### src/common/dprx_consts.svh
// Shared constants for the DisplayPort receive video path.
// Included by the package and by any module that sizes logic from these values.
// Control codes are the K-symbol byte values after 8b/10b decode.

`ifndef DPRX_CONSTS_SVH
`define DPRX_CONSTS_SVH

// Link geometry
`define DPRX_LANES          4           // Main-link lanes
`define DPRX_SYM_W          9           // K flag plus data byte

// Video
`define DPRX_BPC            8           // Bits per component

// Control codes, K28.5 / K27.7 / K30.7 / K23.7
`define DPRX_K_BS           8'hBC       // Blanking start
`define DPRX_K_BE           8'hFB       // Blanking end
`define DPRX_K_FS           8'hFE       // Fill start
`define DPRX_K_FE           8'hF7       // Fill end

// Word FIFO between parser and unpacker, power of two
`define DPRX_FIFO_DEPTH     8

`endif

### src/common/dprx_pkg.sv
// Types shared by the DisplayPort receive video path.
// Modules take these in with a wildcard import in their header.
// One link symbol is read as data, as a control code or as VB-ID,
// depending on where in the stream it arrives.

`include "dprx_consts.svh"

package dprx_pkg;

    // Control codes seen with K set
    typedef enum logic [`DPRX_SYM_W-2:0] {
        CTL_BS = `DPRX_K_BS,
        CTL_BE = `DPRX_K_BE,
        CTL_FS = `DPRX_K_FS,
        CTL_FE = `DPRX_K_FE
    } ctl_code_t;

    // One decoded symbol, three ways to read it
    typedef union packed {
        struct packed {
            logic                       k;
            logic [`DPRX_SYM_W-2:0]     dat;
        } data;
        struct packed {
            logic                       k;
            ctl_code_t                  code;
        } ctl;
        struct packed {
            logic                       k;
            logic [3:0]                 rsvd;
            logic                       no_vid;     // No video stream
            logic                       interlace;
            logic                       field;      // Field id
            logic                       vblank;     // Vertical blanking
        } vbid;
    } lnk_sym_t;

    // One clock of link input, lane 0 in the low bits
    typedef struct packed {
        lnk_sym_t [`DPRX_LANES-1:0]     lane;
    } lnk_beat_t;

    // FIFO entry, one byte per lane plus line marks
    typedef struct packed {
        logic                           sof;
        logic                           eol;
        logic [`DPRX_LANES-1:0][7:0]    dat;
    } lane_word_t;

    // Output pixel, r in the top byte
    typedef struct packed {
        logic [`DPRX_BPC-1:0]           r;
        logic [`DPRX_BPC-1:0]           g;
        logic [`DPRX_BPC-1:0]           b;
    } rgb_px_t;

endpackage

### src/lnk/dprx_lnk_parser.sv
// Link symbol parser for the receive main link.
// Tracks BS/BE/FS/FE framing on lane 0, reads the VB-ID after each BS and
// forwards active-video beats as lane words. Each word waits in a hold
// register until the next data beat or the closing BS, which sets eol.
// push is a one-cycle strobe; the link side cannot be stalled.

`include "dprx_consts.svh"

module dprx_lnk_parser
    import dprx_pkg::*;
(
    input  wire             lnk_clk,        // Link clock
    input  wire             rst,            // Sync reset
    input  lnk_beat_t       lnk_beat,       // Symbols from all lanes

    output logic            push,           // Word strobe to FIFO
    output lane_word_t      wr_word,        // Word to FIFO
    output logic            vid_en          // Active video, BE to BS
);

typedef enum logic [1:0] {
    ST_BLANK,                               // Vertical or horizontal blanking
    ST_VBID,                                // Beat after BS carries VB-ID
    ST_ACTIVE,                              // Pixel data
    ST_STUFF                                // Between FS and FE
} prs_state_t;

prs_state_t     state;
lnk_sym_t       sym0;                       // Lane 0 decides the beat type
logic           is_k;
logic           is_bs;
logic           is_be;
logic           is_fs;
logic           is_fe;
logic           data_cap;                   // Active data beat this cycle
logic           pend_vb;                    // Last VB-ID had vblank set
logic           sof_due;                    // Next captured word opens a frame
lane_word_t     cap_word;
lane_word_t     hold;                       // One-word hold register
logic           hold_vld;

// All lanes carry the same code, so lane 0 is enough
assign sym0     = lnk_beat.lane[0];
assign is_k     = sym0.data.k;
assign is_bs    = is_k && (sym0.ctl.code == CTL_BS);
assign is_be    = is_k && (sym0.ctl.code == CTL_BE);
assign is_fs    = is_k && (sym0.ctl.code == CTL_FS);
assign is_fe    = is_k && (sym0.ctl.code == CTL_FE);
assign data_cap = (state == ST_ACTIVE) && !is_k;

// Word as it would be captured from this beat
always_comb
begin
    cap_word.sof = sof_due;
    cap_word.eol = 1'b0;                    // Only known once BS arrives
    for (int l = 0; l < `DPRX_LANES; l++)
    begin
        cap_word.dat[l] = lnk_beat.lane[l].data.dat;
    end
end

// Framing FSM and strobes
always_ff @(posedge lnk_clk)
begin
    if (rst)
    begin
        state    <= ST_BLANK;
        pend_vb  <= 1'b0;
        sof_due  <= 1'b0;
        hold_vld <= 1'b0;
        push     <= 1'b0;
        vid_en   <= 1'b0;
    end
    else
    begin
        push <= 1'b0;                       // Default no push

        // BS wins from any state, it also closes the line
        if (is_bs)
        begin
            state  <= ST_VBID;
            vid_en <= 1'b0;
            if (hold_vld)
            begin
                push     <= 1'b1;           // Flush last word with eol
                hold_vld <= 1'b0;
            end
        end
        else
        begin
            case (state)
                ST_VBID:
                begin
                    pend_vb <= sym0.vbid.vblank;
                    state   <= ST_BLANK;
                end

                ST_BLANK:
                begin
                    if (is_be)
                    begin
                        state   <= ST_ACTIVE;
                        vid_en  <= 1'b1;
                        sof_due <= pend_vb; // First line after vblank
                    end
                end

                ST_ACTIVE:
                begin
                    if (is_fs)
                    begin
                        state <= ST_STUFF;
                    end
                    else if (data_cap)
                    begin
                        hold_vld <= 1'b1;
                        sof_due  <= 1'b0;
                        push     <= hold_vld;   // Previous word now complete
                    end
                end

                ST_STUFF:
                begin
                    if (is_fe)
                        state <= ST_ACTIVE; // Stuffing bytes are dropped
                end

                default:
                    state <= ST_BLANK;
            endcase
        end
    end
end

// Hold and output words
always_ff @(posedge lnk_clk)
begin
    if (is_bs && hold_vld)
    begin
        wr_word.sof <= hold.sof;
        wr_word.eol <= 1'b1;                // Last word of the line
        wr_word.dat <= hold.dat;
    end
    else if (data_cap)
    begin
        if (hold_vld)
            wr_word <= hold;
        hold <= cap_word;
    end
end

endmodule

### src/rtl/dprx_word_fifo.sv
// First-word-fall-through FIFO of lane words between parser and unpacker.
// rd_word is valid whenever not_empty is high; pop takes the head word.
// A push into a full FIFO is lost and sets ovf until reset.

`include "dprx_consts.svh"

module dprx_word_fifo
    import dprx_pkg::*;
(
    input  wire             lnk_clk,        // Link clock
    input  wire             rst,            // Sync reset
    input  wire             push,           // Write strobe
    input  lane_word_t      wr_word,        // Write data
    input  wire             pop,            // Read strobe

    output lane_word_t      rd_word,        // Head word
    output logic            not_empty,      // Head word valid
    output logic            ovf             // Sticky overflow
);

localparam int DEPTH = `DPRX_FIFO_DEPTH;
localparam int AW    = $clog2(DEPTH);

lane_word_t         mem [DEPTH];            // Storage
logic [AW-1:0]      wr_ptr;
logic [AW-1:0]      rd_ptr;
logic [AW:0]        count;                  // One extra bit for full
logic               full;
logic               wr_ok;
logic               rd_ok;

assign full      = (count == (AW+1)'(DEPTH));
assign not_empty = (count != '0);
assign wr_ok     = push && !full;
assign rd_ok     = pop && not_empty;
assign rd_word   = mem[rd_ptr];             // Fall-through read

// Pointers, count and overflow flag
always_ff @(posedge lnk_clk)
begin
    if (rst)
    begin
        wr_ptr <= '0;
        rd_ptr <= '0;
        count  <= '0;
        ovf    <= 1'b0;
    end
    else
    begin
        if (wr_ok)
            wr_ptr <= wr_ptr + 1'b1;        // Wraps at power of two
        if (rd_ok)
            rd_ptr <= rd_ptr + 1'b1;

        case ({wr_ok, rd_ok})
            2'b10:   count <= count + 1'b1;
            2'b01:   count <= count - 1'b1;
            default: count <= count;        // Both or neither
        endcase

        if (push && full)
            ovf <= 1'b1;                    // Word lost
    end
end

// Storage write
always_ff @(posedge lnk_clk)
begin
    if (wr_ok)
        mem[wr_ptr] <= wr_word;
end

endmodule

### src/vid/dprx_pix_unpack.sv
// Pixel unpacker on the FIFO read side.
// Collects three lane words, hands them to an output bank and presents
// four RGB pixels from it, one per accepted transfer. Pixel l takes r, g
// and b from lane l of words 0, 1 and 2. Outputs hold while vid_rdy is low.

`include "dprx_consts.svh"

module dprx_pix_unpack
    import dprx_pkg::*;
(
    input  wire             lnk_clk,        // Link clock
    input  wire             rst,            // Sync reset
    input  lane_word_t      rd_word,        // FIFO head word
    input  wire             not_empty,      // FIFO head valid
    input  wire             vid_rdy,        // Sink ready

    output logic            pop,            // FIFO read strobe
    output logic            vid_sof,        // Start of frame
    output logic            vid_eol,        // End of line
    output rgb_px_t         vid_dat,        // Pixel
    output logic            vid_vld         // Pixel valid
);

localparam int             IW       = $clog2(`DPRX_LANES);
localparam logic [IW-1:0]  PIX_LAST = IW'(`DPRX_LANES - 1);

lane_word_t [2:0]   coll_bank;              // Words being collected
lane_word_t [2:0]   out_bank;               // Words being presented
logic [1:0]         coll_cnt;               // Words in collect bank
logic               coll_full;
logic               out_full;               // Output bank busy
logic [IW-1:0]      pix_idx;                // Pixel, also the lane
logic               move;                   // Collect to output bank
logic               accept;                 // Pixel taken by sink

assign coll_full = (coll_cnt == 2'd3);
assign pop       = not_empty && !coll_full;
assign move      = coll_full && !out_full;
assign accept    = out_full && vid_rdy;

// Lane pix_idx of each word gives one component
assign vid_dat.r = out_bank[0].dat[pix_idx];
assign vid_dat.g = out_bank[1].dat[pix_idx];
assign vid_dat.b = out_bank[2].dat[pix_idx];

assign vid_vld = out_full;
assign vid_sof = out_full && (pix_idx == '0) && out_bank[0].sof;
assign vid_eol = out_full && (pix_idx == PIX_LAST) && out_bank[2].eol;

// Fill count, bank state and pixel index
always_ff @(posedge lnk_clk)
begin
    if (rst)
    begin
        coll_cnt <= '0;
        out_full <= 1'b0;
        pix_idx  <= '0;
    end
    else
    begin
        if (move)
            coll_cnt <= '0;                 // Start next group
        else if (pop)
            coll_cnt <= coll_cnt + 1'b1;

        if (move)
        begin
            out_full <= 1'b1;
            pix_idx  <= '0;
        end
        else if (accept)
        begin
            pix_idx <= pix_idx + 1'b1;
            if (pix_idx == PIX_LAST)
                out_full <= 1'b0;           // Group done
        end
    end
end

// Bank contents
always_ff @(posedge lnk_clk)
begin
    if (pop)
        coll_bank[coll_cnt] <= rd_word;
    if (move)
        out_bank <= coll_bank;
end

endmodule

### src/rtl/dprx_top.sv
// Top level of the receive video path, all on the link clock.
// Parser output goes through the word FIFO into the pixel unpacker.
// The sink applies back-pressure through vid_rdy only; when it stalls long
// enough the FIFO fills and fifo_ovf flags the lost words.

module dprx_top
    import dprx_pkg::*;
(
    input  wire             lnk_clk,        // Link clock
    input  wire             rst,            // Sync reset
    input  lnk_beat_t       lnk_beat,       // Decoded link symbols
    input  wire             vid_rdy,        // Sink ready

    output logic            vid_sof,        // Start of frame
    output logic            vid_eol,        // End of line
    output rgb_px_t         vid_dat,        // Pixel
    output logic            vid_vld,        // Pixel valid
    output logic            lnk_vid_en,     // Active video
    output logic            fifo_ovf        // Sticky overflow
);

// Parser to FIFO
logic           push;
lane_word_t     wr_word;

// FIFO to unpacker
logic           pop;
lane_word_t     rd_word;
logic           not_empty;

dprx_lnk_parser lnk_parser_i
(
    .lnk_clk    (lnk_clk),
    .rst        (rst),
    .lnk_beat   (lnk_beat),
    .push       (push),
    .wr_word    (wr_word),
    .vid_en     (lnk_vid_en)
);

dprx_word_fifo word_fifo_i
(
    .lnk_clk    (lnk_clk),
    .rst        (rst),
    .push       (push),
    .wr_word    (wr_word),
    .pop        (pop),
    .rd_word    (rd_word),
    .not_empty  (not_empty),
    .ovf        (fifo_ovf)
);

dprx_pix_unpack pix_unpack_i
(
    .lnk_clk    (lnk_clk),
    .rst        (rst),
    .rd_word    (rd_word),
    .not_empty  (not_empty),
    .vid_rdy    (vid_rdy),
    .pop        (pop),
    .vid_sof    (vid_sof),
    .vid_eol    (vid_eol),
    .vid_dat    (vid_dat),
    .vid_vld    (vid_vld)
);

endmodule

### config.mk
export PLATFORM = sky130hd
export DESIGN_NAME = dprx_top
export DESIGN_NICKNAME = d
export VERILOG_FILES = /design/src/common/dprx_pkg.sv /design/src/lnk/dprx_lnk_parser.sv /design/src/rtl/dprx_word_fifo.sv /design/src/vid/dprx_pix_unpack.sv /design/src/rtl/dprx_top.sv
export VERILOG_INCLUDE_DIRS = /design/src /design/src/common
export SDC_FILE = /design/constraint.sdc
export NUM_CORES = 1
export LEC_CHECK = 0
export ABC_AREA = 1
export BUFFER_PORTS_ARGS = -buffer_cell sky130_fd_sc_hd__buf_4
export CAP_MARGIN = 20
export CORE_MARGIN = 2
export CORE_UTILIZATION = 57
export DETAILED_ROUTE_END_ITERATION = 12
export GPL_TIMING_DRIVEN = 0
export HOLD_SLACK_MARGIN = 0.06
export PLACE_DENSITY = 0.74
export SLEW_MARGIN = 20
export SYNTH_ARGS = -nofsm -noshare
export SYNTH_HDL_FRONTEND = slang
export SYNTH_SLANG_ARGS = --single-unit
### constraint.sdc
create_clock -name lnk_clk -period 7.24 [get_ports lnk_clk]
set_clock_uncertainty 0.2 [all_clocks]
set_input_delay 1.086 -clock lnk_clk [delete_from_list [all_inputs] [get_ports lnk_clk]]
set_output_delay 1.086 -clock lnk_clk [all_outputs]
set_load 0.005 [all_outputs]
==> key figures <==
CTS
  – CTS clk-pin slew, worst paths: 0.06 ns
  – CTS tree: done
  – Maximum clock path buffer count: 3
  – Total CTS buffers: 53
  – Clk root buf: clkbuf_16
  – Postcts setup bufs: 0
  – Worst-Skew Late Latency: 0.57 ns
  – Hold-fix buffers at CTS: 0
  – CTS H-tree lvls: 2
  – Post_cts resized: 0
  – Clock sinks: 561

Synth
  – Synth unique cells: 36
  – Synthesized cell area: 21000 µm²
  – Asr flop ratio synth: 0%
  – Synth Area in Compound Gates: 6.91%
  – Post-synthesis simple-gate area fraction: 8.95%
  – Syn nets: 1486
  – Count leader, synth: edfxtp_1
  – Avg Cell Area, Syn: 14.6 µm²
  – Most common flop cell mapped by yosys: edfxtp_1
  – EDFF count, synth: 534
  – Xor/xnor share of the synthesized area: 0.0833%
  – Post-synthesis sequential area ratio: 78.9%
  – Top cell type by total area after synthesis: edfxtp_1
  – Post-synthesis mux area share: 1.62%
  – Synth cell count leaders: edfxtp_1, nor2_1, o21ai_0, nand2_1, inv_1
  – Cells after synthesis: 1436
  – Post-synthesis register bit count: 561
  – Ranking of synthesized cells by area: edfxtp_1, o21ai_0, nor2_1
  – Adder-cell share of the synthesized area: 0.655%
  – Largest family of logic cells by synthesized area: simple AND/OR/NAND/NOR gates
  – Synth warn: 0
  – Top cell type's share of synthesized area: 76.3%

Job
  – Max_cap viols: 0

STA
  – Final min period: 3.57 ns
  – Post-route setup TNS: 0 ns
  – Slew margin rel.: 45.3%
  – Final setup viols: 0
  – FMAX: 280 MHz
  – Hold Slack: 0.213 ns
  – Unrepaired setup endpoints after global routing: no
  – Period utilization: 49.3%
  – Final Max Tran Viols: 0
  – Final Hold Vio Count: 0
  – Worst-Margin Slew: 0.820 ns

Route
  – DR vias: 11800
  – Avg WL per Cell: 20.7 µm
  – Wirelength, routed: 43000 µm
  – First DRT Iteration DRCs: 1054
  – DRC viols: 0
  – Pre-antenna DRT Iters: 5
  – Vias/cell: 5.67
  – Antenna-violating nets left: 0

Critical path
  – Crit-path max cell delay: 0.44 ns
  – Worst setup SP type: register
  – Worst path top cell family by delay: buffers and inverters
  – CP Capture Type: primary output
  – CP max FO: 10
  – WP buf/inv: 3
  – Worst endpoint required time: 5.95 ns
  – CP Class: reg2out
  – CP startpoint: pix_unpack_i.pix_idx[0]
  – WP data arrival: 2.28 ns
  – Cell chain of the critical path: clkbuf_1 -> buf_2 -> nor2_1 -> o22ai_1 -> buf_4
  – Worst path slowest cell: dfxtp_1
  – Worst R2R Start: lnk_parser_i.state[1]

Global routing
  – Pin count of the biggest net entering global routing: 34
  – First-pass GRT wire length: 65400 µm
  – Number of global-route vias before repair: 11700
  – Tot GR Track Use: 22.8%
  – Total gr overflow: 0
  – Initial antenna violation count: 0

Pwr
  – Maximum vdd drop: 0.209 mV
  – Pwr dens: 353 nW/µm²
  – Switching portion of total power: 27.8%
  – Clock power frac: 32.1%
  – LEAKAGE: 0.00846 µW
  – Net Sw Power: 2380 µW
  – Int Power: 6190 µW
  – Seq pwr share: 48.3%
  – Comb power frac: 19.5%

Cells and area
  – Non-filler cells, final: 2077
  – Area growth from synthesis to layout: 15.4%
  – FILL cells: 2430
  – Fin nets: 1619
  – Layout cells sized above 1: 14.1%
  – ANT cells: 0

Outcome
  – Status: finished clean

Placed design
  – DPL Wire Length: 28600 µm
  – Gpl congestion: 0.821
  – Dpl cells: 1982
  – Port bufs: 63

Min path
  – Worst Min Path Start: pix_unpack_i.coll_bank[55]
  – Min-delay worst type: reg2reg

Floorplanning
  – Cell Rows: 70
  – Die width: 196 µm
  – Vert. Die Dim: 196 µm
  – Initial core utilization: 57.7%
  – Die ar.: 38400 µm²
  – Core Box Area: 36400 µm²
  – Ports: 68
==> final cells by class <==
type | count | area [µm²] | area share [%]
timing repair buffer | 78 | 833 | 3.43
multi-input combinational | 739 | 3920 | 16.2
tap | 468 | 586 | 2.41
inverter | 69 | 259 | 1.07
buffer | 67 | 357 | 1.47
clock buffer | 68 | 1400 | 5.78
sequential | 561 | 16600 | 68.3
clock inverter | 27 | 328 | 1.35
==> cells in the final DEF (no fill, tap or decap), drive strengths merged <==
| cell | count |
|---|---|
| clkinv | 19 |
| xor2 | 1 |
| and3 | 2 |
| nand3b | 1 |
| o21ai | 193 |
| nand3 | 12 |
| a211oi | 1 |
| a21oi | 22 |
| dfxtp | 27 |
| clkinvlp | 1 |
| nand2 | 147 |
| bufinv | 8 |
| edfxtp | 534 |
| a31oi | 1 |
| nor2 | 251 |
| o22ai | 58 |
| mux2i | 34 |
| nor3 | 1 |
| inv | 68 |
| or2 | 1 |
| buf | 97 |
| nand4 | 2 |
| clkbuf | 116 |
| xnor2 | 1 |
| ha | 11 |
==> metal layers <==
layer,GRT usage [%],vias to the layer above,wire (µm)
li1,-,5451,-
met1,29.5,5717,16900
met2,39.6,512,21400
met3,3.27,102,3190
met4,8.73,0,1460
met5,0,-,0
==> logic make-up (layout without fill, tap and decap cells) <==
kind of cell | after synthesis | after routing
xor+xnor | 2 | 2
fa+ha+maj | 11 | 11
mux | 34 | 34
flops | 561 | 561
simple gates | 417 | 417
compound gates | 275 | 275
buf+inv | 136 | 309
==> per-stage QoR <==
stage	total power [µW]	area, µm²	setup slack (ns)	util [%]
after floorplan	5160	21000	1.77	-
after global placement	5740	22100	0.473	60.6
after detailed placement	5870	22500	3.94	61.8
after CTS	8610	24300	3.64	66.6
after global routing	8920	24300	3.59	66.6
final	8580	24300	3.67	66.6
==> flip-flops by register name, summed over array words and instances, names as in the netlist, 2 cells and up, named ones only <==
signal	count
lnk_parser_i.wr_word	34
pix_unpack_i.coll_bank	98
pix_unpack_i.out_bank	98
lnk_parser_i.hold	33
lnk_parser_i.state	2
pix_unpack_i.pix_idx	2
pix_unpack_i.coll_cnt	2
word_fifo_i.mem	272
word_fifo_i.rd_ptr	3
word_fifo_i.wr_ptr	3
word_fifo_i.count	4
==> final timing paths <==
path         cells after the start  slack [ns]                   endpoint
max                              5        3.67                vid_dat[21]
min                              0        0.21  pix_unpack_i.out_bank[55]
max reg2reg                      9        4.67    lnk_parser_i.wr_word[1]
min reg2reg                      0        0.21  pix_unpack_i.out_bank[55]
==> power by group through the flow <==
stage	sequential (µW)	clock (µW)	combinational (µW)
final	4150	2750	1680
after global routing	4170	2910	1830
after floorplan	4200	0	960
after detailed placement	4210	0	1660
after CTS	4150	2790	1670
after global placement	4240	0	1500
Note: power is estimated with default switching activity, not from simulation.
